[src/logic/rv_ex_pkg.sv]
/*
 * Shared widths, encodings and enums for the RV32 execute slice.
 * Only the OP, OP-IMM and BRANCH major opcodes are decoded.
 * MULT_STEPS must divide XLEN; each step consumes XLEN/MULT_STEPS bits of B.
 */
`default_nettype none

package rv_ex_pkg;

  // Datapath and register address widths
  localparam int XLEN   = 32;
  localparam int REG_AW = 5;

  // funct7 values of the R-type group
  localparam logic [6:0] FUNCT7_BASE   = 7'b0000000;
  localparam logic [6:0] FUNCT7_ALT    = 7'b0100000;
  localparam logic [6:0] FUNCT7_MULDIV = 7'b0000001;

  // Partial-product steps of the iterative multiplier
  localparam int MULT_STEPS = 4;

  // Major opcodes handled by decode
  typedef enum logic [6:0] {
    OPC_OP     = 7'b0110011,
    OPC_OP_IMM = 7'b0010011,
    OPC_BRANCH = 7'b1100011
  } opcode_e;

  // ALU operators, branch compares included
  typedef enum logic [3:0] {
    ALU_ADD, ALU_SUB, ALU_AND, ALU_OR, ALU_XOR,
    ALU_SLT, ALU_SLTU, ALU_SLL, ALU_SRL, ALU_SRA,
    ALU_EQ, ALU_NE, ALU_LT, ALU_GE
  } alu_op_e;

  // Multiplier sequencing
  typedef enum logic [1:0] {
    MULT_IDLE,
    MULT_STEP,
    MULT_DONE
  } mult_state_e;

endpackage

`default_nettype wire

[src/logic/rv_alu.sv]
/*
 * Combinational ALU. Shifts use the low 5 bits of operand B.
 * cmp_result_o is meaningful for compare and branch operators only.
 */
`timescale 1ns/1ps
`default_nettype none

module rv_alu (
  input  rv_ex_pkg::alu_op_e              operator_i,
  input  wire logic [rv_ex_pkg::XLEN-1:0] operand_a_i,
  input  wire logic [rv_ex_pkg::XLEN-1:0] operand_b_i,
  output logic [rv_ex_pkg::XLEN-1:0]      result_o,
  output logic                            cmp_result_o
);

  logic [4:0] shamt;
  logic       lt_s;
  logic       lt_u;
  logic       eq;

  assign shamt = operand_b_i[4:0];
  assign lt_s  = $signed(operand_a_i) < $signed(operand_b_i);
  assign lt_u  = operand_a_i < operand_b_i;
  assign eq    = operand_a_i == operand_b_i;

  // Comparison flag shared by branches and set-less-than
  always_comb
  begin
    case (operator_i)
      rv_ex_pkg::ALU_EQ:   cmp_result_o = eq;
      rv_ex_pkg::ALU_NE:   cmp_result_o = ~eq;
      rv_ex_pkg::ALU_GE:   cmp_result_o = ~lt_s;
      rv_ex_pkg::ALU_SLTU: cmp_result_o = lt_u;
      // SLT and BLT are both signed less-than
      default:             cmp_result_o = lt_s;
    endcase
  end

  always_comb
  begin
    case (operator_i)
      rv_ex_pkg::ALU_ADD:  result_o = operand_a_i + operand_b_i;
      rv_ex_pkg::ALU_SUB:  result_o = operand_a_i - operand_b_i;
      rv_ex_pkg::ALU_AND:  result_o = operand_a_i & operand_b_i;
      rv_ex_pkg::ALU_OR:   result_o = operand_a_i | operand_b_i;
      rv_ex_pkg::ALU_XOR:  result_o = operand_a_i ^ operand_b_i;
      rv_ex_pkg::ALU_SLL:  result_o = operand_a_i << shamt;
      rv_ex_pkg::ALU_SRL:  result_o = operand_a_i >> shamt;
      rv_ex_pkg::ALU_SRA:  result_o = $unsigned($signed(operand_a_i) >>> shamt);
      // Zero-extended compare flag
      rv_ex_pkg::ALU_SLT,
      rv_ex_pkg::ALU_SLTU: result_o = {{(rv_ex_pkg::XLEN-1){1'b0}}, cmp_result_o};
      default:             result_o = '0;
    endcase
  end

endmodule

`default_nettype wire

[src/logic/rv_ex_stage.sv]
/*
 * Execute stage with ALU, multiplier, result mux and EX/WB register.
 * Branches finish here and never write a register.
 * Only the multiplier can pull ex_ready_o low.
 */
`timescale 1ns/1ps
`default_nettype none

module rv_ex_stage (
  input  wire logic                         clk,
  input  wire logic                         rst_n,
  input  wire logic                         valid_i,
  input  rv_ex_pkg::alu_op_e                alu_op_i,
  input  wire logic [rv_ex_pkg::XLEN-1:0]   operand_a_i,
  input  wire logic [rv_ex_pkg::XLEN-1:0]   operand_b_i,
  input  wire logic                         mult_en_i,
  input  wire logic                         branch_i,
  input  wire logic [rv_ex_pkg::XLEN-1:0]   jump_target_i,
  input  wire logic                         rf_we_i,
  input  wire logic [rv_ex_pkg::REG_AW-1:0] rf_waddr_i,
  output logic                              ex_ready_o,
  output logic                              fw_we_o,
  output logic [rv_ex_pkg::REG_AW-1:0]      fw_waddr_o,
  output logic [rv_ex_pkg::XLEN-1:0]        fw_wdata_o,
  output logic                              branch_valid_o,
  output logic                              branch_taken_o,
  output logic [rv_ex_pkg::XLEN-1:0]        branch_target_o,
  output logic                              wb_we_o,
  output logic [rv_ex_pkg::REG_AW-1:0]      wb_waddr_o,
  output logic [rv_ex_pkg::XLEN-1:0]        wb_wdata_o
);

  logic [rv_ex_pkg::XLEN-1:0] alu_result;
  logic [rv_ex_pkg::XLEN-1:0] mult_result;
  logic                       alu_cmp;
  logic                       mult_ready;

  rv_alu u_alu (
    .operator_i   (alu_op_i),
    .operand_a_i  (operand_a_i),
    .operand_b_i  (operand_b_i),
    .result_o     (alu_result),
    .cmp_result_o (alu_cmp)
  );

  rv_mult u_mult (
    .clk        (clk),
    .rst_n      (rst_n),
    .enable_i   (valid_i & mult_en_i),
    .op_a_i     (operand_a_i),
    .op_b_i     (operand_b_i),
    .ex_ready_i (ex_ready_o),
    .result_o   (mult_result),
    .ready_o    (mult_ready)
  );

  // Result mux, also the forwarding value for decode
  assign fw_wdata_o = mult_en_i ? mult_result : alu_result;
  assign fw_we_o    = valid_i & rf_we_i;
  assign fw_waddr_o = rf_waddr_i;

  // Branch decision resolves in this cycle
  assign branch_valid_o  = valid_i & branch_i;
  assign branch_taken_o  = alu_cmp;
  assign branch_target_o = jump_target_i;

  assign ex_ready_o = mult_ready | branch_valid_o;

  ////////////////////////////////////////////////////////////////////////////
  // EX/WB pipeline register
  ////////////////////////////////////////////////////////////////////////////

  // Empty slot when nothing completes this cycle
  always_ff @(posedge clk, negedge rst_n)
  begin
    if (!rst_n)
      wb_we_o <= 1'b0;
    else
      wb_we_o <= fw_we_o & ex_ready_o;
  end

  always_ff @(posedge clk)
  begin
    if (fw_we_o && ex_ready_o)
    begin
      wb_waddr_o <= rf_waddr_i;
      wb_wdata_o <= fw_wdata_o;
    end
  end

endmodule

`default_nettype wire

[src/logic/rv_ex_top.sv]
/*
 * Execute slice top: decode, execute and register file.
 * No fetch; the environment issues through instr_valid_i/instr_ready_o.
 * Taken branches are reported only and flush nothing.
 */
`timescale 1ns/1ps
`default_nettype none

module rv_ex_top (
  input  wire logic                       clk,
  input  wire logic                       rst_n,
  input  wire logic                       instr_valid_i,
  input  wire logic [31:0]                instr_i,
  input  wire logic [rv_ex_pkg::XLEN-1:0] pc_i,
  output logic                            instr_ready_o,
  output logic                            illegal_o,
  output logic                            branch_valid_o,
  output logic                            branch_taken_o,
  output logic [rv_ex_pkg::XLEN-1:0]      branch_target_o,
  output logic                            retire_valid_o,
  output logic [rv_ex_pkg::REG_AW-1:0]    retire_waddr_o,
  output logic [rv_ex_pkg::XLEN-1:0]      retire_wdata_o
);

  // Register file read side
  logic [rv_ex_pkg::REG_AW-1:0] rs1_addr;
  logic [rv_ex_pkg::REG_AW-1:0] rs2_addr;
  logic [rv_ex_pkg::XLEN-1:0]   rs1_rdata;
  logic [rv_ex_pkg::XLEN-1:0]   rs2_rdata;

  // ID/EX
  logic                         id_ex_valid;
  rv_ex_pkg::alu_op_e           alu_op;
  logic [rv_ex_pkg::XLEN-1:0]   operand_a;
  logic [rv_ex_pkg::XLEN-1:0]   operand_b;
  logic                         mult_en;
  logic                         branch;
  logic [rv_ex_pkg::XLEN-1:0]   jump_target;
  logic                         rf_we;
  logic [rv_ex_pkg::REG_AW-1:0] rf_waddr;
  logic                         ex_ready;

  // Forwarding and EX/WB
  logic                         fw_we;
  logic [rv_ex_pkg::REG_AW-1:0] fw_waddr;
  logic [rv_ex_pkg::XLEN-1:0]   fw_wdata;
  logic                         wb_we;
  logic [rv_ex_pkg::REG_AW-1:0] wb_waddr;
  logic [rv_ex_pkg::XLEN-1:0]   wb_wdata;

  rv_id_stage u_id (
    .clk           (clk),
    .rst_n         (rst_n),
    .instr_valid_i (instr_valid_i),
    .instr_i       (instr_i),
    .pc_i          (pc_i),
    .rs1_rdata_i   (rs1_rdata),
    .rs2_rdata_i   (rs2_rdata),
    .ex_ready_i    (ex_ready),
    .fw_we_i       (fw_we),
    .fw_waddr_i    (fw_waddr),
    .fw_wdata_i    (fw_wdata),
    .instr_ready_o (instr_ready_o),
    .rs1_addr_o    (rs1_addr),
    .rs2_addr_o    (rs2_addr),
    .illegal_o     (illegal_o),
    .id_ex_valid_o (id_ex_valid),
    .alu_op_o      (alu_op),
    .operand_a_o   (operand_a),
    .operand_b_o   (operand_b),
    .mult_en_o     (mult_en),
    .branch_o      (branch),
    .jump_target_o (jump_target),
    .rf_we_o       (rf_we),
    .rf_waddr_o    (rf_waddr)
  );

  rv_ex_stage u_ex (
    .clk             (clk),
    .rst_n           (rst_n),
    .valid_i         (id_ex_valid),
    .alu_op_i        (alu_op),
    .operand_a_i     (operand_a),
    .operand_b_i     (operand_b),
    .mult_en_i       (mult_en),
    .branch_i        (branch),
    .jump_target_i   (jump_target),
    .rf_we_i         (rf_we),
    .rf_waddr_i      (rf_waddr),
    .ex_ready_o      (ex_ready),
    .fw_we_o         (fw_we),
    .fw_waddr_o      (fw_waddr),
    .fw_wdata_o      (fw_wdata),
    .branch_valid_o  (branch_valid_o),
    .branch_taken_o  (branch_taken_o),
    .branch_target_o (branch_target_o),
    .wb_we_o         (wb_we),
    .wb_waddr_o      (wb_waddr),
    .wb_wdata_o      (wb_wdata)
  );

  rv_regfile u_rf (
    .clk            (clk),
    .rst_n          (rst_n),
    .we_i           (wb_we),
    .waddr_i        (wb_waddr),
    .wdata_i        (wb_wdata),
    .raddr_a_i      (rs1_addr),
    .raddr_b_i      (rs2_addr),
    .rdata_a_o      (rs1_rdata),
    .rdata_b_o      (rs2_rdata),
    .retire_valid_o (retire_valid_o),
    .retire_waddr_o (retire_waddr_o),
    .retire_wdata_o (retire_wdata_o)
  );

endmodule

`default_nettype wire

[src/logic/rv_id_stage.sv]
/*
 * Decode stage with operand forwarding and the ID/EX register.
 * Holds the offered instruction while ex_ready_i is low.
 * Unsupported encodings are dropped and pulse illegal_o for one cycle.
 */
`timescale 1ns/1ps
`default_nettype none

module rv_id_stage (
  input  wire logic                            clk,
  input  wire logic                            rst_n,
  input  wire logic                            instr_valid_i,
  input  wire logic [31:0]                     instr_i,
  input  wire logic [rv_ex_pkg::XLEN-1:0]      pc_i,
  input  wire logic [rv_ex_pkg::XLEN-1:0]      rs1_rdata_i,
  input  wire logic [rv_ex_pkg::XLEN-1:0]      rs2_rdata_i,
  input  wire logic                            ex_ready_i,
  input  wire logic                            fw_we_i,
  input  wire logic [rv_ex_pkg::REG_AW-1:0]    fw_waddr_i,
  input  wire logic [rv_ex_pkg::XLEN-1:0]      fw_wdata_i,
  output logic                                 instr_ready_o,
  output logic [rv_ex_pkg::REG_AW-1:0]         rs1_addr_o,
  output logic [rv_ex_pkg::REG_AW-1:0]         rs2_addr_o,
  output logic                                 illegal_o,
  output logic                                 id_ex_valid_o,
  output rv_ex_pkg::alu_op_e                   alu_op_o,
  output logic [rv_ex_pkg::XLEN-1:0]           operand_a_o,
  output logic [rv_ex_pkg::XLEN-1:0]           operand_b_o,
  output logic                                 mult_en_o,
  output logic                                 branch_o,
  output logic [rv_ex_pkg::XLEN-1:0]           jump_target_o,
  output logic                                 rf_we_o,
  output logic [rv_ex_pkg::REG_AW-1:0]         rf_waddr_o
);

  rv_ex_pkg::opcode_e          opcode;
  rv_ex_pkg::alu_op_e          dec_op;
  logic                        dec_illegal;
  logic                        dec_we;
  logic                        dec_mul;
  logic                        dec_branch;
  logic                        dec_use_imm;
  logic [2:0]                  funct3;
  logic [6:0]                  funct7;
  logic [rv_ex_pkg::XLEN-1:0]  imm_i;
  logic [rv_ex_pkg::XLEN-1:0]  imm_b;
  logic [rv_ex_pkg::XLEN-1:0]  rs1_val;
  logic [rv_ex_pkg::XLEN-1:0]  rs2_val;
  logic                        accept;

  assign opcode     = rv_ex_pkg::opcode_e'(instr_i[6:0]);
  assign funct3     = instr_i[14:12];
  assign funct7     = instr_i[31:25];
  assign rs1_addr_o = instr_i[19:15];
  assign rs2_addr_o = instr_i[24:20];

  // Sign-extended I and B immediates
  assign imm_i = {{20{instr_i[31]}}, instr_i[31:20]};
  assign imm_b = {{19{instr_i[31]}}, instr_i[31], instr_i[7], instr_i[30:25],
                  instr_i[11:8], 1'b0};

  // Only the execute stage can stall issue
  assign instr_ready_o = ex_ready_i;
  assign accept        = instr_valid_i & ex_ready_i;

  ////////////////////////////////////////////////////////////////////////////
  // Instruction decoder
  ////////////////////////////////////////////////////////////////////////////

  always_comb
  begin
    dec_op      = rv_ex_pkg::ALU_ADD;
    dec_illegal = 1'b0;
    dec_we      = 1'b0;
    dec_mul     = 1'b0;
    dec_branch  = 1'b0;
    dec_use_imm = 1'b0;
    case (opcode)
      rv_ex_pkg::OPC_OP:
      begin
        dec_we = 1'b1;
        if (funct7 == rv_ex_pkg::FUNCT7_BASE)
        begin
          case (funct3)
            3'b000:  dec_op = rv_ex_pkg::ALU_ADD;
            3'b001:  dec_op = rv_ex_pkg::ALU_SLL;
            3'b010:  dec_op = rv_ex_pkg::ALU_SLT;
            3'b011:  dec_op = rv_ex_pkg::ALU_SLTU;
            3'b100:  dec_op = rv_ex_pkg::ALU_XOR;
            3'b101:  dec_op = rv_ex_pkg::ALU_SRL;
            3'b110:  dec_op = rv_ex_pkg::ALU_OR;
            default: dec_op = rv_ex_pkg::ALU_AND;
          endcase
        end
        else if (funct7 == rv_ex_pkg::FUNCT7_ALT && funct3 == 3'b000)
          dec_op = rv_ex_pkg::ALU_SUB;
        else if (funct7 == rv_ex_pkg::FUNCT7_ALT && funct3 == 3'b101)
          dec_op = rv_ex_pkg::ALU_SRA;
        // Only MUL out of the M extension
        else if (funct7 == rv_ex_pkg::FUNCT7_MULDIV && funct3 == 3'b000)
          dec_mul = 1'b1;
        else
          dec_illegal = 1'b1;
      end
      rv_ex_pkg::OPC_OP_IMM:
      begin
        // ADDI only
        dec_we      = 1'b1;
        dec_use_imm = 1'b1;
        dec_illegal = (funct3 != 3'b000);
      end
      rv_ex_pkg::OPC_BRANCH:
      begin
        dec_branch = 1'b1;
        case (funct3)
          3'b000:  dec_op = rv_ex_pkg::ALU_EQ;
          3'b001:  dec_op = rv_ex_pkg::ALU_NE;
          3'b100:  dec_op = rv_ex_pkg::ALU_LT;
          3'b101:  dec_op = rv_ex_pkg::ALU_GE;
          default: dec_illegal = 1'b1;
        endcase
      end
      default: dec_illegal = 1'b1;
    endcase
  end

  // Take the value still in EX over the stale register file copy
  assign rs1_val = (fw_we_i && fw_waddr_i == rs1_addr_o && rs1_addr_o != '0) ?
                   fw_wdata_i : rs1_rdata_i;
  assign rs2_val = (fw_we_i && fw_waddr_i == rs2_addr_o && rs2_addr_o != '0) ?
                   fw_wdata_i : rs2_rdata_i;

  ////////////////////////////////////////////////////////////////////////////
  // ID/EX pipeline register
  ////////////////////////////////////////////////////////////////////////////

  // Control half, a bubble is loaded when nothing is accepted
  always_ff @(posedge clk, negedge rst_n)
  begin
    if (!rst_n)
    begin
      id_ex_valid_o <= 1'b0;
      mult_en_o     <= 1'b0;
      branch_o      <= 1'b0;
      rf_we_o       <= 1'b0;
      illegal_o     <= 1'b0;
    end
    else
    begin
      illegal_o <= accept & dec_illegal;
      if (ex_ready_i)
      begin
        id_ex_valid_o <= accept & ~dec_illegal;
        mult_en_o     <= accept & ~dec_illegal & dec_mul;
        branch_o      <= accept & ~dec_illegal & dec_branch;
        rf_we_o       <= accept & ~dec_illegal & dec_we;
      end
    end
  end

  // Payload half
  always_ff @(posedge clk)
  begin
    if (ex_ready_i)
    begin
      alu_op_o      <= dec_op;
      operand_a_o   <= rs1_val;
      operand_b_o   <= dec_use_imm ? imm_i : rs2_val;
      jump_target_o <= pc_i + imm_b;
      rf_waddr_o    <= instr_i[11:7];
    end
  end

endmodule

`default_nettype wire

[src/logic/rv_mult.sv]
/*
 * Iterative multiplier returning the low XLEN bits of A*B.
 * Operands must stay stable until ready_o; the ID/EX register holds them.
 * ready_o is low for MULT_STEPS cycles once enable_i rises.
 */
`timescale 1ns/1ps
`default_nettype none

module rv_mult (
  input  wire logic                       clk,
  input  wire logic                       rst_n,
  input  wire logic                       enable_i,
  input  wire logic [rv_ex_pkg::XLEN-1:0] op_a_i,
  input  wire logic [rv_ex_pkg::XLEN-1:0] op_b_i,
  input  wire logic                       ex_ready_i,
  output logic [rv_ex_pkg::XLEN-1:0]      result_o,
  output logic                            ready_o
);

  rv_ex_pkg::mult_state_e                     state;
  logic [$clog2(rv_ex_pkg::MULT_STEPS)-1:0]  step_cnt;
  logic [$clog2(rv_ex_pkg::MULT_STEPS)-1:0]  step_idx;
  logic [rv_ex_pkg::XLEN-1:0]                 slice;
  logic [rv_ex_pkg::XLEN-1:0]                 pp;
  logic [rv_ex_pkg::XLEN-1:0]                 acc_base;

  // First slice is taken in IDLE, so the sum starts from zero there
  assign step_idx = (state == rv_ex_pkg::MULT_IDLE) ? '0 : step_cnt;
  assign acc_base = (state == rv_ex_pkg::MULT_IDLE) ? '0 : result_o;
  assign slice    = {24'b0, op_b_i[step_idx*8 +: 8]};
  // Partial product shifted into place, upper bits fall off
  assign pp       = (op_a_i * slice) << (step_idx * 8);

  assign ready_o = (state == rv_ex_pkg::MULT_DONE) ||
                   (state == rv_ex_pkg::MULT_IDLE && !enable_i);

  always_ff @(posedge clk, negedge rst_n)
  begin
    if (!rst_n)
    begin
      state    <= rv_ex_pkg::MULT_IDLE;
      step_cnt <= '0;
    end
    else
    begin
      case (state)
        rv_ex_pkg::MULT_IDLE:
          if (enable_i)
          begin
            state    <= rv_ex_pkg::MULT_STEP;
            step_cnt <= 1;
          end
        rv_ex_pkg::MULT_STEP:
        begin
          step_cnt <= step_cnt + 1'b1;
          if (int'(step_cnt) == rv_ex_pkg::MULT_STEPS - 1)
            state <= rv_ex_pkg::MULT_DONE;
        end
        // Result held until execute hands it on
        default:
          if (ex_ready_i)
            state <= rv_ex_pkg::MULT_IDLE;
      endcase
    end
  end

  // Running sum
  always_ff @(posedge clk)
  begin
    if ((state == rv_ex_pkg::MULT_IDLE && enable_i) || state == rv_ex_pkg::MULT_STEP)
      result_o <= acc_base + pp;
  end

endmodule

`default_nettype wire

[src/logic/rv_regfile.sv]
/*
 * 32-entry register file, x0 reads zero and ignores writes.
 * A write in the same cycle is visible on the read ports.
 * Retire outputs show every write enable, x0 included.
 */
`timescale 1ns/1ps
`default_nettype none

module rv_regfile (
  input  wire logic                         clk,
  input  wire logic                         rst_n,
  input  wire logic                         we_i,
  input  wire logic [rv_ex_pkg::REG_AW-1:0] waddr_i,
  input  wire logic [rv_ex_pkg::XLEN-1:0]   wdata_i,
  input  wire logic [rv_ex_pkg::REG_AW-1:0] raddr_a_i,
  input  wire logic [rv_ex_pkg::REG_AW-1:0] raddr_b_i,
  output logic [rv_ex_pkg::XLEN-1:0]        rdata_a_o,
  output logic [rv_ex_pkg::XLEN-1:0]        rdata_b_o,
  output logic                              retire_valid_o,
  output logic [rv_ex_pkg::REG_AW-1:0]      retire_waddr_o,
  output logic [rv_ex_pkg::XLEN-1:0]        retire_wdata_o
);

  // No storage behind x0
  logic [rv_ex_pkg::XLEN-1:0] regs [1:31];

  always_ff @(posedge clk, negedge rst_n)
  begin
    if (!rst_n)
    begin
      for (int i = 1; i < 32; i++)
        regs[i] <= '0;
    end
    else if (we_i && waddr_i != '0)
      regs[waddr_i] <= wdata_i;
  end

  // Write-through read ports
  always_comb
  begin
    if (raddr_a_i == '0)
      rdata_a_o = '0;
    else if (we_i && waddr_i == raddr_a_i)
      rdata_a_o = wdata_i;
    else
      rdata_a_o = regs[raddr_a_i];

    if (raddr_b_i == '0)
      rdata_b_o = '0;
    else if (we_i && waddr_i == raddr_b_i)
      rdata_b_o = wdata_i;
    else
      rdata_b_o = regs[raddr_b_i];
  end

  // Retire event, taken straight from the write port
  assign retire_valid_o = we_i;
  assign retire_waddr_o = waddr_i;
  assign retire_wdata_o = wdata_i;

endmodule

`default_nettype wire

[config.mk]
export PLATFORM = sky130hd
export DESIGN_NAME = rv_ex_top
export DESIGN_NICKNAME = d
export VERILOG_FILES = /design/src/logic/rv_ex_pkg.sv /design/src/logic/rv_alu.sv /design/src/logic/rv_ex_stage.sv /design/src/logic/rv_ex_top.sv /design/src/logic/rv_id_stage.sv /design/src/logic/rv_mult.sv /design/src/logic/rv_regfile.sv
export SDC_FILE = /design/constraint.sdc
export NUM_CORES = 2
export LEC_CHECK = 0
export BUFFER_PORTS_ARGS = -buffer_cell sky130_fd_sc_hd__buf_2
export CORE_AREA = 10 10 442 444
export CTS_CLUSTER_SIZE = 8
export DETAILED_ROUTE_END_ITERATION = 8
export DIE_AREA = 0 0 452 454
export PLACE_DENSITY_LB_ADDON = 0.08
export SYNTH_ARGS = -nofsm -noshare
export SYNTH_HDL_FRONTEND = slang
export SYNTH_SLANG_ARGS = --single-unit
[constraint.sdc]
create_clock -name clk -period 12.9 [get_ports clk]
set_clock_uncertainty 0.1 [all_clocks]
set_input_delay 0 -clock clk [delete_from_list [all_inputs] [get_ports clk]]
set_output_delay 0 -clock clk [all_outputs]
set_load 0.01 [all_outputs]
==> key figures <==
Status
  • Status: complete, no violations

Logic synthesis
  • Post-synth top flop: dfrtp_1
  • Synth top area share: 31.5%
  • Post-synth EDFFs: 174
  • Syn Inst Count: 6424
  • Synth Warn #: 0
  • Yosys cell types: 89
  • Synth top area cells: dfrtp_1, mux4_2, mux2_2
  • Synth Register Bits: 1176
  • Mapped Avg Cell Area: 12.4 um^2
  • Post-synthesis async set-or-reset flop share: 85.2%
  • Dominant cell type by area after synthesis: dfrtp_1
  • Syn nets: 6850
  • Post-synthesis cell area: 0.0795 mm^2
  • Post-synthesis sequential area ratio: 38.1%

Global route
  • Vias in the first global route: 58400
  • First-pass GRT wire length: 413000 um
  • Antenna violations before repair: 10
  • GR Overflow Total: 0
  • Largest net degree at the start of global routing: 166
  • Gr usage total: 26.9%

Worst setup path
  • Peak fanout along the critical path: 27
  • CP Class: reg -> reg
  • CP peak stage delay: 950 ps
  • Worst setup SP type: flop
  • Crit-path slowest cell: a22oi_1
  • WP data required: 13320 ps
  • Worst EP arrival: 10530 ps
  • CP endpoint kind: flop

Routing
  • Vias: 56600
  • WL per Instance: 31.2 um
  • Post-route ant nets: 0
  • # DRC: 0
  • Total wire length: 280000 um
  • Detailed router's first-iteration violation count: 4584
  • DR vias/cell: 6.29
  • DR pass1 iterations: 6

CTS
  • H-tree depth: 4
  • Worst-Skew Late Latency: 820 ps
  • Clock Sinks: 1176
  • CTS-repair resized insts: 0
  • Buffer depth of the longest clock path: 3
  • Clk pin slew, worst setup/hold paths: 60 ps
  • Inserted Clock Buffers: 166
  • CTS tree: done
  • Setup Buffers After CTS: 0
  • Root buffer cell: clkbuf_16

Layout
  • Multi-input combinational cell area: 0.0463 mm^2
  • Area Overhead vs Synth: 11.5%
  • Layout cells sized above 1: 35.0%
  • Seq. cell area: 0.0303 mm^2
  • Fillers: 16900
  • Final core occ: 47.5%
  • Final net count: 6872

STA
  • Part of the cycle the worst path needs: 78.4%
  • Max-Slew Margin vs Limit: 13.6%
  • Slew @ Worst Pin: 1300 ps
  • Peak Freq: 0.0989 GHz
  • Max-slew violation count: 0
  • Sum of negative setup slack: 0 ps
  • Unrepaired setup endpoints after global routing: false
  • Hold Violations, Final: 0
  • Final setup fails: 0
  • Final min period: 10110 ps

Floorplan
  • Initial Util: 42.6%
  • Site row count: 159
  • Die ar.: 0.205 mm^2
  • Ports: 141
  • Die X: 452 um
  • Die H: 454 um
  • Core ar.: 0.187 mm^2

Pwr
  • Maximum vdd drop: 145 uV
  • Leakage: 39.9 nW
  • Pwr dens: 94.8 mW/mm^2

Job
  • Max-Cap Viols: 0

Place
  • RePlAce Congestion: 0.962
  • Number of port buffers: 140
  • DPL Wire Length: 176000 um

Hold path
  • Hold Path Class: in -> reg
worst max-delay path: cells and delay by family (launching register included):
| kind | cells | cell delay (ps) |
|---|---|---|
| and+or+nand+nor | 1 | 260 |
| DFF | 1 | 780 |
| AOI/OAI and AO/OA | 19 | 5680 |
| buffers and inverters | 2 | 100 |
| adders and majority gates | 6 | 2600 |
| xor gates and xnor gates | 2 | 320 |
state kept, by name (all words and copies together) (netlist names), 4 cells and up:
| register | count |
|---|---|
| u_ex.wb_wdata_o | 32 |
| u_ex.u_mult.result_o | 32 |
| u_id.operand_a_o | 32 |
| u_id.rf_waddr_o | 5 |
| u_rf.regs | 992 |
| u_id.alu_op_o | 4 |
| u_id.operand_b_o | 32 |
| u_ex.wb_waddr_o | 5 |
| u_id.jump_target_o | 32 |
path summary, 6_finish.rpt:
| path | start | to | slack, ps | depth (start not counted) |
|---|---|---|---|---|
| setup / recovery | u_ex.u_mult.step_cnt[0] | u_ex.u_mult.result_o[29] | 2790 | 30 |
| hold / removal | instr_i[18] | u_id.operand_a_o[20] | 100 | 6 |
| setup reg to reg | u_ex.u_mult.step_cnt[0] | u_ex.u_mult.result_o[29] | 2790 | 30 |
| hold reg to reg | u_rf.regs[291] | u_rf.regs[291] | 420 | 1 |
| max in group asynchronous | rst_n | u_id.mult_en_o | 9720 | 6 |
| min in group asynchronous | rst_n | u_rf.regs[122] | 360 | 4 |
cell type report:
cell class | count | share of cell area (%)
diodes | 6 | 0.0169
clock buffers | 198 | 4.86
clock inverters | 17 | 0.371
inverters | 274 | 1.16
multi-input cells | 4407 | 52.2
flip-flops and latches | 1176 | 34.2
well taps | 2495 | 3.52
repair buffers | 421 | 3.68
cells by family after synthesis:
logic type | count (synthesis) | synth area share, %
simple gates | 1120 | 6.72
fa+ha+maj | 359 | 7.16
compound gates | 976 | 8.00
xor+xnor | 137 | 1.53
buf+inv | 841 | 4.08
flops | 1176 | 38.1
mux | 1815 | 34.4
per-stage QoR:
| step | setup slack, ps | power, mW | cell area [um^2] | std cells | hold slack (ps) |
|---|---|---|---|---|---|
| floorplan | 4560 | 4.14 | 79500 | 6424 | -396 |
| global placement | 3030 | 4.36 | 82800 | 8654 | 42.2 |
| detailed placement | 2900 | 4.36 | 82800 | 8654 | 46.8 |
| CTS | 2880 | 8.49 | 88700 | 8988 | 35.6 |
| global route | 2180 | 8.67 | 88700 | 8989 | 90.6 |
| finish | 2790 | 8.40 | 88700 | 8994 | 103 |
layer usage:
metal,vias to the layer above,GRT usage (%),share of wire [%]
met4,6,10.5,4.4
met2,1868,44.5,48
met1,30200,35.8,42
met3,521,3.93,5.3
li1,24000,-,-
met5,-,0,0.012
cells in the mapped netlist (25+ instances only):
cell	n
a211oi_1	36
a21o_1	51
a21oi_1	259
a221oi_1	41
a22o_1	76
a22oi_1	28
a31oi_1	33
and2_1	200
and3_1	28
buf_1	131
clkbuf_1	405
dfrtp_1	1002
edfxtp_1	174
fa_1	160
ha_1	199
inv_1	271
mux2_2	1074
mux2i_1	115
mux4_2	621
nand2_1	339
nand3_1	33
nor2_1	312
nor2b_1	28
nor3_1	54
o211ai_1	25
o21ai_0	220
o21bai_1	29
o22ai_1	29
xnor2_1	93
xor2_1	43
cells in the final DEF, fill, tap and decap left out, drive strengths merged, types with 23 or more instances in the layout:
cell type	Yosys	final
nand3	33	33
o21a	23	23
nor2	312	312
xnor2	93	93
and3	28	28
o21ai	230	230
a21o	51	51
ha	199	199
nor2b	29	29
o21bai	29	29
a21oi	259	259
mux4	626	626
a221oi	43	43
nand2	339	339
clkbuf	405	198
edfxtp	174	174
a211oi	38	38
nor3	54	54
fa	160	160
and2	200	200
xor2	43	43
o211ai	25	25
dlygate4sd3	0	118
mux2	1074	1074
inv	271	277
a22o	76	76
a31oi	33	33
nand2b	23	23
dfrtp	1002	1002
a22oi	28	28
o22ai	29	29
buf	162	303
mux2i	115	115
timing repair:
item | in CTS | in global routing
hold buffers | 119 | 0
endpoints found under the hold margin | 182 | 0
setup endpoints to repair | 0 | 0
power by group:
part	switching [mW]	total (mW)	internal (mW)	leakage (nW)
logic	0.336	0.536	0.200	21.7
registers	0.0121	3.81	3.79	16.0
clock network	1.70	4.06	2.36	2.24
Power figures use the tool's default switching activity.
